File: src/hdl/graph_ctrl_pkg.sv
package graph_ctrl_pkg;

	//////////////////////////////////////////////////
	// sizes
	//////////////////////////////////////////////////

	localparam int NUM_CU           = 4;
	localparam int CU_ID_BITS       = 2;
	localparam int VERTEX_ID_BITS   = 16;
	localparam int EDGE_COUNT_BITS  = 8;
	localparam int ADDR_BITS        = 32;
	localparam int DATA_BITS        = 32;
	localparam int COUNT_BITS       = 16;
	localparam int JOB_BUFFER_DEPTH = 8;
	localparam int CMD_BUFFER_DEPTH = 4;

	//////////////////////////////////////////////////
	// bus types
	//////////////////////////////////////////////////

	typedef struct packed {
		logic                       valid;
		logic [VERTEX_ID_BITS-1:0]  vertex_id;
		logic [EDGE_COUNT_BITS-1:0] edge_count;
		logic [ADDR_BITS-1:0]       edge_base;
	} vertex_job_t;

	typedef struct packed {
		logic                  valid;
		logic [CU_ID_BITS-1:0] cu_id;
		logic [ADDR_BITS-1:0]  addr;
	} read_cmd_t;

	typedef struct packed {
		logic                  valid;
		logic [CU_ID_BITS-1:0] cu_id;
		logic [DATA_BITS-1:0]  data;
	} read_data_t;

	typedef struct packed {
		logic full;
		logic alfull;
		logic empty;
		logic valid;
	} buffer_status_t;

	typedef enum logic [1:0] {
		CU_IDLE  = 2'd0,
		CU_ISSUE = 2'd1,
		CU_WAIT  = 2'd2
	} cu_state_e;

	// first requester after last, or last when nobody requests
	function automatic logic [CU_ID_BITS-1:0] rr_next(
		input logic [NUM_CU-1:0]     req,
		input logic [CU_ID_BITS-1:0] last
	);
		logic [CU_ID_BITS-1:0] pick;
		logic [CU_ID_BITS-1:0] idx;
		logic                  found;
		pick  = last;
		found = 1'b0;
		for (int k = 1; k <= NUM_CU; k++) begin
			idx = CU_ID_BITS'((int'(last) + k) % NUM_CU);
			if (!found && req[idx]) begin
				pick  = idx;
				found = 1'b1;
			end
		end
		return pick;
	endfunction

endpackage

File: src/hdl/sync_fifo.sv
`timescale 1ns/100ps

module sync_fifo #(
	parameter int WIDTH = 32,
	parameter int DEPTH = 4
) (
	input  logic                          clock,
	input  logic                          rstn,
	input  logic                          push,
	input  logic [WIDTH-1:0]              data_in,
	input  logic                          pop,
	output logic [WIDTH-1:0]              data_out,
	output graph_ctrl_pkg::buffer_status_t status
);

	logic [WIDTH-1:0]           mem [DEPTH];
	logic [$clog2(DEPTH)-1:0]   wr_ptr;
	logic [$clog2(DEPTH)-1:0]   rd_ptr;
	logic [$clog2(DEPTH+1)-1:0] count;
	logic                       do_push;
	logic                       do_pop;

	// overflow and underflow requests are dropped
	assign do_push = push && !status.full;
	assign do_pop  = pop && !status.empty;

	// head entry visible without a pop
	assign data_out = mem[rd_ptr];

	assign status.full   = (int'(count) == DEPTH);
	assign status.alfull = (int'(count) >= DEPTH - 1);
	assign status.empty  = (count == '0);
	assign status.valid  = (count != '0);

	always_ff @(posedge clock) begin
		if (do_push) begin
			mem[wr_ptr] <= data_in;
		end
	end

	always_ff @(posedge clock or negedge rstn) begin
		if (!rstn) begin
			wr_ptr <= '0;
			rd_ptr <= '0;
			count  <= '0;
		end else begin
			if (do_push) begin
				wr_ptr <= (int'(wr_ptr) == DEPTH - 1) ? '0 : wr_ptr + 1'b1;
			end
			if (do_pop) begin
				rd_ptr <= (int'(rd_ptr) == DEPTH - 1) ? '0 : rd_ptr + 1'b1;
			end
			case ({do_push, do_pop})
				2'b10:   count <= count + 1'b1;
				2'b01:   count <= count - 1'b1;
				default: count <= count;
			endcase
		end
	end

endmodule

File: src/hdl/job_dispatch.sv
`timescale 1ns/100ps

module job_dispatch import graph_ctrl_pkg::*; (
	input  logic                 clock,
	input  logic                 rstn,
	input  logic                 enabled,
	input  vertex_job_t          job_in,
	input  buffer_status_t       job_status,
	output logic                 job_pop,
	input  logic [NUM_CU-1:0]    cu_request,
	output vertex_job_t          cu_job [NUM_CU]
);

	logic [CU_ID_BITS-1:0] last;
	logic [CU_ID_BITS-1:0] pick;
	logic [NUM_CU-1:0]     assigned;
	logic [NUM_CU-1:0]     eligible;
	vertex_job_t           job_q;

	// a unit given a job last cycle still shows its request, skip it
	assign eligible = cu_request & ~assigned;
	assign pick     = rr_next(eligible, last);
	assign job_pop  = enabled && !job_status.empty && (|eligible);

	//////////////////////////////////////////////////
	// assignment registers
	//////////////////////////////////////////////////

	always_ff @(posedge clock or negedge rstn) begin
		if (!rstn) begin
			last     <= '0;
			assigned <= '0;
		end else begin
			if (job_pop) begin
				last <= pick;
			end
			for (int i = 0; i < NUM_CU; i++) begin
				assigned[i] <= job_pop && (pick == CU_ID_BITS'(i));
			end
		end
	end

	always_ff @(posedge clock) begin
		if (job_pop) begin
			job_q <= job_in;
		end
	end

	// one-cycle valid pulse at the chosen unit only
	always_comb begin
		for (int i = 0; i < NUM_CU; i++) begin
			cu_job[i]       = job_q;
			cu_job[i].valid = assigned[i];
		end
	end

endmodule

File: src/hdl/vertex_cu.sv
`timescale 1ns/100ps

module vertex_cu import graph_ctrl_pkg::*; (
	input  logic                  clock,
	input  logic                  rstn,
	input  logic [CU_ID_BITS-1:0] cu_id,
	input  vertex_job_t           job,
	output logic                  job_request,
	input  logic                  cmd_buffer_alfull,
	output read_cmd_t             cmd,
	input  read_data_t            data_in,
	output logic [COUNT_BITS-1:0] vertex_count,
	output logic [COUNT_BITS-1:0] edge_count
);

	cu_state_e                  state;
	logic [EDGE_COUNT_BITS-1:0] edges;
	logic [EDGE_COUNT_BITS-1:0] issue_cnt;
	logic [EDGE_COUNT_BITS-1:0] ret_cnt;
	logic [EDGE_COUNT_BITS-1:0] ret_next;
	logic [ADDR_BITS-1:0]       next_addr;
	logic                       issue;

	assign job_request = (state == CU_IDLE);
	// the extra free slot covers the command still in the output register
	assign issue       = (state == CU_ISSUE) && !cmd_buffer_alfull;
	assign ret_next    = ret_cnt + EDGE_COUNT_BITS'(data_in.valid);

	//////////////////////////////////////////////////
	// state machine and totals
	//////////////////////////////////////////////////

	always_ff @(posedge clock or negedge rstn) begin
		if (!rstn) begin
			state        <= CU_IDLE;
			issue_cnt    <= '0;
			ret_cnt      <= '0;
			vertex_count <= '0;
			edge_count   <= '0;
			cmd          <= '0;
		end else begin
			cmd.valid <= issue;
			if (issue) begin
				cmd.cu_id <= cu_id;
				cmd.addr  <= next_addr;
			end
			if (data_in.valid) begin
				edge_count <= edge_count + 1'b1;
			end
			case (state)
				CU_IDLE: begin
					if (job.valid) begin
						issue_cnt <= '0;
						ret_cnt   <= '0;
						if (job.edge_count == '0) begin
							vertex_count <= vertex_count + 1'b1;
						end else begin
							state <= CU_ISSUE;
						end
					end
				end
				CU_ISSUE: begin
					// data may come back before the last command goes out
					ret_cnt <= ret_next;
					if (issue) begin
						issue_cnt <= issue_cnt + 1'b1;
						if (issue_cnt + 1'b1 == edges) begin
							state <= CU_WAIT;
						end
					end
				end
				CU_WAIT: begin
					ret_cnt <= ret_next;
					if (ret_next == edges) begin
						vertex_count <= vertex_count + 1'b1;
						state        <= CU_IDLE;
					end
				end
				default: state <= CU_IDLE;
			endcase
		end
	end

	// job fields and edge address walk
	always_ff @(posedge clock) begin
		if (state == CU_IDLE && job.valid) begin
			edges     <= job.edge_count;
			next_addr <= job.edge_base;
		end else if (issue) begin
			next_addr <= next_addr + 1'b1;
		end
	end

endmodule

File: src/hdl/read_cmd_arbiter.sv
`timescale 1ns/100ps

module read_cmd_arbiter import graph_ctrl_pkg::*; (
	input  logic              clock,
	input  logic              rstn,
	input  logic              enabled,
	input  read_cmd_t         cu_cmd [NUM_CU],
	output logic [NUM_CU-1:0] cmd_buffer_alfull,
	input  logic              read_buffer_alfull,
	output read_cmd_t         read_cmd
);

	read_cmd_t             head [NUM_CU];
	buffer_status_t        status [NUM_CU];
	logic [NUM_CU-1:0]     nonempty;
	logic [NUM_CU-1:0]     pop;
	logic [CU_ID_BITS-1:0] last;
	logic [CU_ID_BITS-1:0] pick;
	logic                  allow;
	logic                  cmd_valid_q;
	read_cmd_t             cmd_q;

	//////////////////////////////////////////////////
	// per unit command buffers
	//////////////////////////////////////////////////

	genvar g;
	generate
		for (g = 0; g < NUM_CU; g++) begin : gen_cmd_buffer
			sync_fifo #(
				.WIDTH($bits(read_cmd_t)),
				.DEPTH(CMD_BUFFER_DEPTH)
			) u_cmd_buffer (
				.clock   (clock),
				.rstn    (rstn),
				.push    (cu_cmd[g].valid),
				.data_in (cu_cmd[g]),
				.pop     (pop[g]),
				.data_out(head[g]),
				.status  (status[g])
			);

			assign nonempty[g]          = !status[g].empty;
			assign cmd_buffer_alfull[g] = status[g].alfull;
			assign pop[g]               = allow && (pick == CU_ID_BITS'(g));
		end
	endgenerate

	//////////////////////////////////////////////////
	// round-robin merge
	//////////////////////////////////////////////////

	assign allow = enabled && !read_buffer_alfull && (|nonempty);
	assign pick  = rr_next(nonempty, last);

	always_ff @(posedge clock or negedge rstn) begin
		if (!rstn) begin
			last        <= '0;
			cmd_valid_q <= 1'b0;
		end else begin
			cmd_valid_q <= allow;
			if (allow) begin
				last <= pick;
			end
		end
	end

	always_ff @(posedge clock) begin
		if (allow) begin
			cmd_q <= head[pick];
		end
	end

	always_comb begin
		read_cmd       = cmd_q;
		read_cmd.valid = cmd_valid_q;
	end

endmodule

File: src/hdl/graph_algorithm_control.sv
`timescale 1ns/100ps

module graph_algorithm_control import graph_ctrl_pkg::*; (
	input  logic                  clock,
	input  logic                  rstn,
	input  logic                  enabled_in,
	input  vertex_job_t           vertex_job,
	output logic                  vertex_job_request,
	output read_cmd_t             read_cmd,
	input  logic                  read_buffer_alfull,
	input  read_data_t            read_data,
	output logic [COUNT_BITS-1:0] vertex_done_count,
	output logic [COUNT_BITS-1:0] edge_done_count
);

	logic                  enabled;
	vertex_job_t           job_head;
	buffer_status_t        job_status;
	logic                  job_pop;
	vertex_job_t           cu_job [NUM_CU];
	logic [NUM_CU-1:0]     cu_request;
	read_cmd_t             cu_cmd [NUM_CU];
	logic [NUM_CU-1:0]     cmd_alfull;
	read_data_t            read_data_q;
	read_data_t            data_route_q;
	logic [NUM_CU-1:0]     cu_data_valid;
	read_data_t            cu_data [NUM_CU];
	logic [COUNT_BITS-1:0] cu_vertex_count [NUM_CU];
	logic [COUNT_BITS-1:0] cu_edge_count [NUM_CU];
	logic [COUNT_BITS-1:0] vertex_sum;
	logic [COUNT_BITS-1:0] edge_sum;

	//////////////////////////////////////////////////
	// enable and input registers
	//////////////////////////////////////////////////

	always_ff @(posedge clock or negedge rstn) begin
		if (!rstn) begin
			enabled     <= 1'b0;
			read_data_q <= '0;
		end else begin
			enabled     <= enabled_in;
			read_data_q <= read_data;
		end
	end

	//////////////////////////////////////////////////
	// job buffer and dispatch
	//////////////////////////////////////////////////

	assign vertex_job_request = enabled && !job_status.alfull;

	sync_fifo #(
		.WIDTH($bits(vertex_job_t)),
		.DEPTH(JOB_BUFFER_DEPTH)
	) u_job_buffer (
		.clock   (clock),
		.rstn    (rstn),
		.push    (vertex_job.valid),
		.data_in (vertex_job),
		.pop     (job_pop),
		.data_out(job_head),
		.status  (job_status)
	);

	job_dispatch u_job_dispatch (
		.clock     (clock),
		.rstn      (rstn),
		.enabled   (enabled),
		.job_in    (job_head),
		.job_status(job_status),
		.job_pop   (job_pop),
		.cu_request(cu_request),
		.cu_job    (cu_job)
	);

	//////////////////////////////////////////////////
	// read data routing by cu_id
	//////////////////////////////////////////////////

	always_ff @(posedge clock or negedge rstn) begin
		if (!rstn) begin
			cu_data_valid <= '0;
		end else begin
			for (int i = 0; i < NUM_CU; i++) begin
				cu_data_valid[i] <= enabled && read_data_q.valid &&
					(read_data_q.cu_id == CU_ID_BITS'(i));
			end
		end
	end

	always_ff @(posedge clock) begin
		data_route_q <= read_data_q;
	end

	//////////////////////////////////////////////////
	// compute units
	//////////////////////////////////////////////////

	genvar g;
	generate
		for (g = 0; g < NUM_CU; g++) begin : gen_cu
			always_comb begin
				cu_data[g]       = data_route_q;
				cu_data[g].valid = cu_data_valid[g];
			end

			vertex_cu u_vertex_cu (
				.clock            (clock),
				.rstn             (rstn),
				.cu_id            (CU_ID_BITS'(g)),
				.job              (cu_job[g]),
				.job_request      (cu_request[g]),
				.cmd_buffer_alfull(cmd_alfull[g]),
				.cmd              (cu_cmd[g]),
				.data_in          (cu_data[g]),
				.vertex_count     (cu_vertex_count[g]),
				.edge_count       (cu_edge_count[g])
			);
		end
	endgenerate

	read_cmd_arbiter u_read_cmd_arbiter (
		.clock             (clock),
		.rstn              (rstn),
		.enabled           (enabled),
		.cu_cmd            (cu_cmd),
		.cmd_buffer_alfull (cmd_alfull),
		.read_buffer_alfull(read_buffer_alfull),
		.read_cmd          (read_cmd)
	);

	//////////////////////////////////////////////////
	// done counts
	//////////////////////////////////////////////////

	always_comb begin
		vertex_sum = '0;
		edge_sum   = '0;
		for (int i = 0; i < NUM_CU; i++) begin
			vertex_sum = vertex_sum + cu_vertex_count[i];
			edge_sum   = edge_sum + cu_edge_count[i];
		end
	end

	// counts hold while disabled
	always_ff @(posedge clock or negedge rstn) begin
		if (!rstn) begin
			vertex_done_count <= '0;
			edge_done_count   <= '0;
		end else if (enabled) begin
			vertex_done_count <= vertex_sum;
			edge_done_count   <= edge_sum;
		end
	end

endmodule

File: config.mk
export PLATFORM = sky130hd
export DESIGN_NAME = graph_algorithm_control
export DESIGN_NICKNAME = d
export VERILOG_FILES = /design/src/hdl/graph_ctrl_pkg.sv /design/src/hdl/sync_fifo.sv /design/src/hdl/job_dispatch.sv /design/src/hdl/vertex_cu.sv /design/src/hdl/read_cmd_arbiter.sv /design/src/hdl/graph_algorithm_control.sv
export SDC_FILE = /design/constraint.sdc
export NUM_CORES = 2
export LEC_CHECK = 0
export BUFFER_PORTS_ARGS = -buffer_cell sky130_fd_sc_hd__buf_2
export CAP_MARGIN = 0
export CORE_ASPECT_RATIO = 2
export CORE_MARGIN = 2
export CORE_UTILIZATION = 63
export CTS_CLUSTER_SIZE = 25
export DETAILED_ROUTE_END_ITERATION = 10
export GPL_TIMING_DRIVEN = 0
export PLACE_DENSITY_LB_ADDON = 0.1
export SLEW_MARGIN = 20
export SYNTH_ARGS = -nofsm -noshare
export SYNTH_HDL_FRONTEND = slang
export SYNTH_SLANG_ARGS = --single-unit
File: constraint.sdc
create_clock -name clock -period 7.35 [get_ports clock]
set_clock_uncertainty 0.2 [all_clocks]
set_input_delay 0.735 -clock clock [delete_from_list [all_inputs] [get_ports clock]]
set_output_delay 0.735 -clock clock [all_outputs]
set_load 0.01 [all_outputs]
# Word level (Yosys, flattened, before mapping)
# Memories as Yosys holds them, arrays and structs flattened. A register that Yosys moved wholly into a read port is not among the register bits.
# Cells that the tools add are included.
[word_totals]
mem_count = 5
in_bits = 96
ram_bits = 1000
output_inout_bits = 68
register_bits = 616
elab_cells = 455
[op_classes]
bitwise = 3
n_lt_le_gt_ge = 14
n_addsub = 54
mux = 119
n_reduce_logical = 120
eq_ne = 74
[memory_table]
columns = ["name", "words", "word_bits", "read_ports", "rd_clocked_by_memory_dff", "write_ports", "line_no", "source"]
rows = [
  ["u_job_buffer.mem", 8, 57, 1, 1, 1, "sync_fifo.sv:16", "logic [WIDTH-1:0] mem [DEPTH];"],
  ["u_read_cmd_arbiter.gen_cmd_buffer[3].u_cmd_buffer.mem", 4, 35, 1, 0, 1, "sync_fifo.sv:16", ""],
  ["u_read_cmd_arbiter.gen_cmd_buffer[1].u_cmd_buffer.mem", 4, 34, 1, 0, 1, "sync_fifo.sv:16", ""],
  ["u_read_cmd_arbiter.gen_cmd_buffer[2].u_cmd_buffer.mem", 4, 34, 1, 0, 1, "sync_fifo.sv:16", ""],
  ["u_read_cmd_arbiter.gen_cmd_buffer[0].u_cmd_buffer.mem", 4, 33, 1, 0, 1, "sync_fifo.sv:16", ""],
]
[ops]
columns = ["op", "n"]
rows = [
  ["2-to-1 mux 32 bit", 8],
  ["2-to-1 mux 16 bit", 12],
  ["adder 16 x 1 -> 16 bit, second input constant", 8],
  ["adder 32 x 1 -> 32 bit, second input constant", 4],
  ["one-hot mux 16 bit (2 select lines)", 4],
  ["one-hot mux 8 bit (2 select lines)", 8],
  ["adder 16 bit", 6],
  ["binary-select mux 35 bit (select 2 bit)", 1],
  ["2-to-1 mux 34 bit", 2],
  ["2-to-1 mux 2 bit", 33],
  ["== test 8 bit", 8],
  ["2-to-1 mux 8 bit", 8],
  ["logical AND 1 bit", 42],
  ["nonzero test 2 bit", 21],
  ["== test 2 x 1 -> 1 bit, second input constant", 20],
  ["adder 8 x 1 -> 8 bit", 4],
  ["adder 8 x 1 -> 8 bit, second input constant", 4],
  ["inequality test 2 bit, second input constant", 16],
  ["== test 2 bit, second input constant", 15],
  ["adder 2 x 1 -> 2 bit, second input constant", 12],
  ["less-than comparator 2 x 3 -> 1 bit, second input constant", 8],
  ["2-to-1 mux 1 bit", 24],
  ["one-hot mux 2 bit (3 select lines)", 4],
  ["one-hot mux 3 bit (2 select lines)", 4],
  ["other kinds (29)", 108],
]

# Longest topological paths before layout
[depth]
depth_word = 19
depth_mapped = 14
mapped_depth_nobuf = 14

# By module
# Synthesis repeated with hierarchy kept, for this count alone.
[hier_totals]
hier_cells = 5040
area_unflattened_um2 = 77764.6
[modules_own_cells]
columns = ["mod", "n_inst", "seq_area_each_um2", "area_per_inst_um2", "cells_per_inst"]
rows = [
  ["sync_fifo (u_read_cmd_arbiter.gen_cmd_buffer[0].u_cmd_buffer ...)", 4, 4379.2, 5599.1, 225],
  ["sync_fifo (u_job_buffer)", 1, 13943.4, 17959.7, 730],
  ["vertex_cu (gen_cu[0].u_vertex_cu ...)", 2, 3328.2, 6357.3, 580],
  ["vertex_cu (gen_cu[3].u_vertex_cu)", 1, 3328.2, 6434.9, 575],
  ["vertex_cu (gen_cu[2].u_vertex_cu)", 1, 3328.2, 6341.1, 561],
  ["graph_algorithm_control", 1, 2482.4, 6273.5, 596],
  ["job_dispatch", 1, 1831.8, 3375.7, 261],
  ["read_cmd_arbiter", 1, 1096.1, 2268.4, 257],
]

# Worst setup path before layout
# No wires, ideal clock.
[synth_timing]
kind = "input-to-reg"
from = "in read_buffer_alfull"
to = "reg u_read_cmd_arbiter.gen_cmd_buffer[1].u_cmd_buffer.count[2]"
required_time_ps = 7071
arrival_time_ps = 5033
setup_ps = 79
slack_ps = 2037
stages = 9
path_cell_list = "nor3_1 nand3_1 inv_1 ha_1 inv_1 fa_1 xor2_1 nor2_1 xor2_1"
[synth_via]
elab_chain_len = 7
[synth_rtl]
columns = ["item", "line_no", "source"]
rows = [
  ["start, declared", "graph_algorithm_control.sv:10", "input logic read_buffer_alfull,"],
  ["zero test 1 bit *", "read_cmd_arbiter.sv:53", "assign allow = enabled && !read_buffer_alfull && (|nonempty);"],
  ["logical AND 1 bit * (2 in series)", "read_cmd_arbiter.sv:53", ""],
  ["logical AND 1 bit *", "read_cmd_arbiter.sv:45", "assign pop[g] = allow && (pick == CU_ID_BITS'(g));"],
  ["logical AND 1 bit *", "sync_fifo.sv:25", "assign do_pop = pop && !status.empty;"],
  ["via u_read_cmd_arbiter.gen_cmd_buffer[1].u_cmd_buffer.do_pop", "sync_fifo.sv:21", "logic do_pop;"],
  ["== test 2 x 1 -> 1 bit / == test 2 bit (equally long branches)", "sync_fifo.sv:53", "case ({do_push, do_pop})"],
  ["one-hot mux 3 bit (2 select lines) / nonzero test 2 bit (equally long branches)", "n/a", ""],
  ["end signal, assigned", "sync_fifo.sv:54", "2'b10: count <= count + 1'b1;"],
  ["end signal, assigned", "sync_fifo.sv:55", "2'b01: count <= count - 1'b1;"],
  ["end signal, assigned", "sync_fifo.sv:56", "default: count <= count;"],
  ["end, declared", "sync_fifo.sv:19", "logic [$clog2(DEPTH+1)-1:0] count;"],
]
# The timed path passes the listed nets; every way through them passes the cells marked *.
# A chain may end at the register's enable or synchronous reset.

# Final worst setup path
[layout_timing]
from = "reg u_read_cmd_arbiter.gen_cmd_buffer[0].u_cmd_buffer.count[2]"
to = "reg u_read_cmd_arbiter.gen_cmd_buffer[2].u_cmd_buffer.count[2]"
[layout_via]
elab_chain_len = 19
[layout_rtl]
columns = ["item", "line_no", "source"]
rows = [
  ["start, declared", "sync_fifo.sv:19", ""],
  ["start signal, assigned", "sync_fifo.sv:54", ""],
  ["start signal, assigned", "sync_fifo.sv:55", ""],
  ["start signal, assigned", "sync_fifo.sv:56", ""],
  ["zero test 3 bit *", "sync_fifo.sv:32", "assign status.empty = (count == '0);"],
  ["zero test 1 bit *", "read_cmd_arbiter.sv:43", "assign nonempty[g] = !status[g].empty;"],
  ["binary-select mux 1 bit (select 2 bit)", "graph_ctrl_pkg.sv:65", "if (!found && req[idx]) begin"],
  ["2-to-1 mux 1 bit (implied by the code)", "graph_ctrl_pkg.sv:65", ""],
  ["2-to-1 mux 1 bit", "graph_ctrl_pkg.sv:65", ""],
  ["zero test 1 bit", "graph_ctrl_pkg.sv:65", ""],
  ["logical AND 1 bit", "graph_ctrl_pkg.sv:65", ""],
  ["2-to-1 mux 1 bit", "graph_ctrl_pkg.sv:65", ""],
  ["(+4 left out)", "n/a", ""],
  ["logical AND 1 bit", "graph_ctrl_pkg.sv:65", ""],
  ["2-to-1 mux 2 bit", "graph_ctrl_pkg.sv:65", ""],
  ["== test 2 bit", "read_cmd_arbiter.sv:45", ""],
  ["logical AND 1 bit *", "read_cmd_arbiter.sv:45", ""],
  ["logical AND 1 bit *", "sync_fifo.sv:25", ""],
  ["via u_read_cmd_arbiter.gen_cmd_buffer[2].u_cmd_buffer.do_pop", "sync_fifo.sv:21", ""],
  ["== test 2 x 1 -> 1 bit / == test 2 bit (equally long branches)", "sync_fifo.sv:53", ""],
  ["one-hot mux 3 bit (2 select lines) / nonzero test 2 bit (equally long branches)", "n/a", ""],
  ["end signal, assigned", "sync_fifo.sv:54", ""],
  ["end signal, assigned", "sync_fifo.sv:55", ""],
  ["end signal, assigned", "sync_fifo.sv:56", ""],
  ["end, declared", "sync_fifo.sv:19", ""],
]
# The timed path passes the listed nets; every way through them passes the cells marked *. The select of a mux whose other input is x is not followed.

==> flow_summary.toml <==
[status]
status = "finished, final reports clean"

[cts]
cts_sinks = 1500
cts_root_buffer = "clkbuf_16"
numCtsBuffers = 120
clock_latency_ns = 0.77
clockBufferDepth = 3
cts_tree = "built"
path_clk_slew_ns = 0.07
cts_htree_levels = 3
postCtsResizedCells = 0

[synthesis]
netlist_top_cells_count = "1,078 x edfxtp_1, 504 x nand2_1, 422 x dfrtp_1"
synth.most_common_cell = "edfxtp_1"
synth.distinct_cells = 88
synth_edf_count = 1078
synth_top_area_share_pct = 49.1
yosysSeqAreaShare_pct = 65.1
synth_seq_cells = 1500
syn_nets = 4788
avgSynthCellArea_um2 = 14.6
yosysTopAreaCell = "edfxtp_1"
synth_flop_cell = "edfxtp_1"
yosys_warnings = 0
async_flop_share_pct = 28.1
syn_area_um2 = 66000
synth.area.top_cells = "edfxtp_1 49%, dfrtp_1 16%, mux4_2 7.2%"
syn_inst = 4526

[layout]
multi_input_area_um2 = 21500
area_delta_synth_final_pct = 11.7
finish.net_count = 5081
final_util_pct = 71.1
fill_cells = 7058
regArea_um2 = 42900
drive_above_1_share_pct = 16.6

[critical_path]
critPathTopFamily = "simple AND/OR/NAND/NOR gates"
path_max_fanout = 10
ff2ff_setup_slack_ns = 2.89
slowest_stage = "nor3_1"
cp.depth = 13
crit_path_start_kind = "flip-flop"
arrival_ns = 4.91
crit_chain = "nor3_1 -> nand2_1 -> o2bb2ai_1 -> a211oi_2 -> clkbuf_1 -> nand2_1 -> nor2_1 -> ha_1 -> inv_1 -> fa_1 -> xor2_1 -> nor2_1 -> xor2_1"
end_kind = "flip-flop"
reg2reg_depth = 13
critical_path_buf_inv_count = 2
cp_data_required_time_ns = 7.80
path_class = "flip-flop to flip-flop"
slowest_delay_ns = 0.77

[power]
power_density_nw_per_um2 = 402
power_mw = 29.6
cellLeakagePower_nw = 26.6
ir_drop_mv = 0.382

[job]
drv_cap = 0

[timing]
worst_pin_slew_ns = 1.09
layout_min_cycle_time_ns = 4.46
setup_viol = 0
slew_violations = 0
fin_crit_sh_pct = 60.7
hold_viol = 0
rsz0062_at_grt = "no"
fmax_mhz = 224
slew_headroom_pct = 27.0

[placed_design]
place_hpwl_mm = 124
gp_congestion = 0.962
io_buffers = 115

[detailed_routing]
top_layer = "met5"
totalWireLength_mm = 167
met3_length_mm = 7.78
drc_errors = 0
vias = 38686
drt-wirelength-per-cell_um = 26.6
avgViaCountPerCell = 6.15
firstDrtPassIters = 8
antenna_left = 0
drtIter0Drc = 3025
wl_met1_mm = 52.6
route.met2.wl_mm = 91.6

[global_routing]
grt_use_total_pct = 32.3
antenna_found_initial = 16
grt_pass1_vias = 40762
grt_pass1_wl_mm = 250
grt_max_degree = 87
grt_overflow = 0

[floorplanning]
rows = 167
coreArea_um2 = 104000
die_x_um = 233
fp.dieH_um = 462
die_area_um2 = 107000
start_util_pct = 63.6
io_pins = 164

[hold_path]
holdPathStages = 1
hp-class = "primary input to flip-flop"
[stage by stage]
| step | setup slack, ns | hold slack [ns] | instance area [um^2] | setup TNS, ns | cells |
|---|---|---|---|---|---|
| floorplan | 2.04 | 0.225 | 66000 | 0 | 4526 |
| global placement | -4.18 | 0.245 | 68200 | -1740.97 | 5993 |
| detailed placement | 2.97 | 0.244 | 69300 | 0 | 6044 |
| CTS | 2.89 | 0.00207 | 73700 | 0 | 6279 |
| global route | 2.66 | 0.0356 | 73700 | 0 | 6284 |
| finish | 2.89 | 0.0438 | 73700 | 0 | 6287 |
[area by class of cell]
class                           count  share of cell area (%)
Buffer                            177                   0.985
Timing Repair Buffer              171                    2.15
Clock inverter                     69                    1.17
Multi-Input combinational cell   2614                    29.2
Tap cell                         1352                    2.30
Inverter                          235                    1.20
Clock buffer                      161                    4.70
Sequential cell                  1500                    58.3
Antenna cell                        8                  0.0272
[cells by family (layout without fill, tap and decap cells)]
kind of cell,after synthesis,count (layout),share of synthesized area (%)
buf+inv,412,813,2.44
xor+xnor,368,368,4.89
simple gates,1151,1151,8.35
compound gates,528,528,4.94
fa+ha+maj,166,166,3.89
mux,401,401,10.4
other cells,0,8,0
flops,1500,1500,65.1
[power by group]
| group | switching (mW) | leakage [nW] | internal, mW | total [mW] |
|---|---|---|---|---|
| combinational | 5.40 | 9.22 | 3.50 | 8.90 |
| clock | 3.06 | 2.11 | 3.95 | 7.01 |
| sequential | 1.90 | 15.3 | 11.8 | 13.7 |
[routing by layer]
metal / GRT usage [%] / up-vias
met3: 4.93 / 454
met1: 31.8 / 19751
li1: - / 17278
met2: 59.8 / 1185
met5: 0 / -
met4: 25.1 / 18
[layout by cell type, fill, tap and decap left out, types with 15 or more instances in the layout]
| cell | synthesis | routed |
|---|---|---|
| dfrtp_1 | 422 | 422 |
| a31oi_1 | 46 | 46 |
| nor3_1 | 95 | 92 |
| nand2b_1 | 24 | 24 |
| clkbuf_8 | 0 | 15 |
| fa_1 | 65 | 65 |
| buf_4 | 7 | 23 |
| xor2_1 | 137 | 137 |
| mux2i_1 | 20 | 20 |
| edfxtp_1 | 1078 | 1078 |
| mux2_2 | 169 | 169 |
| o21ai_0 | 243 | 243 |
| clkbuf_1 | 135 | 152 |
| mux4_2 | 211 | 211 |
| buf_2 | 9 | 123 |
| or3_1 | 15 | 15 |
| xnor2_1 | 231 | 231 |
| clkbuf_16 | 0 | 127 |
| and3_1 | 48 | 48 |
| a211oi_1 | 37 | 37 |
| buf_12 | 0 | 16 |
| nor2_1 | 128 | 122 |
| nand2_1 | 504 | 500 |
| buf_16 | 0 | 18 |
| nand4_1 | 57 | 57 |
| nand3_1 | 127 | 127 |
| nor4_1 | 24 | 24 |
| buf_1 | 23 | 23 |
| clkinv_2 | 0 | 20 |
| bufinv_16 | 0 | 18 |
| clkinv_1 | 5 | 19 |
| inv_1 | 230 | 229 |
| ha_1 | 101 | 101 |
| and2_2 | 0 | 16 |
| and4_1 | 15 | 15 |
| a21oi_1 | 73 | 73 |
| and2_1 | 57 | 41 |
| a21o_1 | 18 | 18 |
[worst min path at each step]
stage                                   end       startpoint  slack (ns)
global placement           cu_data_valid[1]  read_data_q[33]        0.25
global route         u_job_buffer.mem[2][8]    vertex_job[8]        0.04
CTS                 u_job_buffer.mem[1][25]   vertex_job[25]       0.002
detailed placement         cu_data_valid[1]  read_data_q[33]        0.24
floorplan                  cu_data_valid[1]  read_data_q[33]        0.23
finish               u_job_buffer.mem[3][2]    vertex_job[2]        0.04
[registers in the layout, summed over array words and instances, names as in the netlist, 4 cells and up]
| signal | cells |
|---|---|
| u_read_cmd_arbiter.gen_cmd_buffer.u_cmd_buffer.count | 12 |
| u_job_dispatch.assigned | 4 |
| u_read_cmd_arbiter.gen_cmd_buffer.u_cmd_buffer.wr_ptr | 8 |
| gen_cu.u_vertex_cu.vertex_count | 64 |
| u_read_cmd_arbiter.gen_cmd_buffer.u_cmd_buffer.rd_ptr | 8 |
| u_job_buffer.mem | 320 |
| cu_data_valid | 4 |
| gen_cu.u_vertex_cu.cmd | 135 |
| u_job_dispatch.cu_job | 40 |
| u_read_cmd_arbiter.read_cmd | 34 |
| u_job_buffer.count | 4 |
| gen_cu.u_vertex_cu.issue_cnt | 32 |
| gen_cu.u_vertex_cu.ret_cnt | 32 |
| vertex_done_count | 16 |
| edge_done_count | 16 |
| gen_cu.u_vertex_cu.edges | 32 |
| gen_cu.u_vertex_cu.edge_count | 64 |
| u_read_cmd_arbiter.gen_cmd_buffer.u_cmd_buffer.mem | 524 |
| gen_cu.u_vertex_cu.state | 8 |
| gen_cu.u_vertex_cu.next_addr | 128 |
[timing repair]
| item | CTS | global route |
|---|---|---|
| setup buffers | 0 | 0 |
| hold buffers | 5 | 0 |
| hold endpoints to repair | 43 | 0 |
Power figures use the tool's default switching activity.
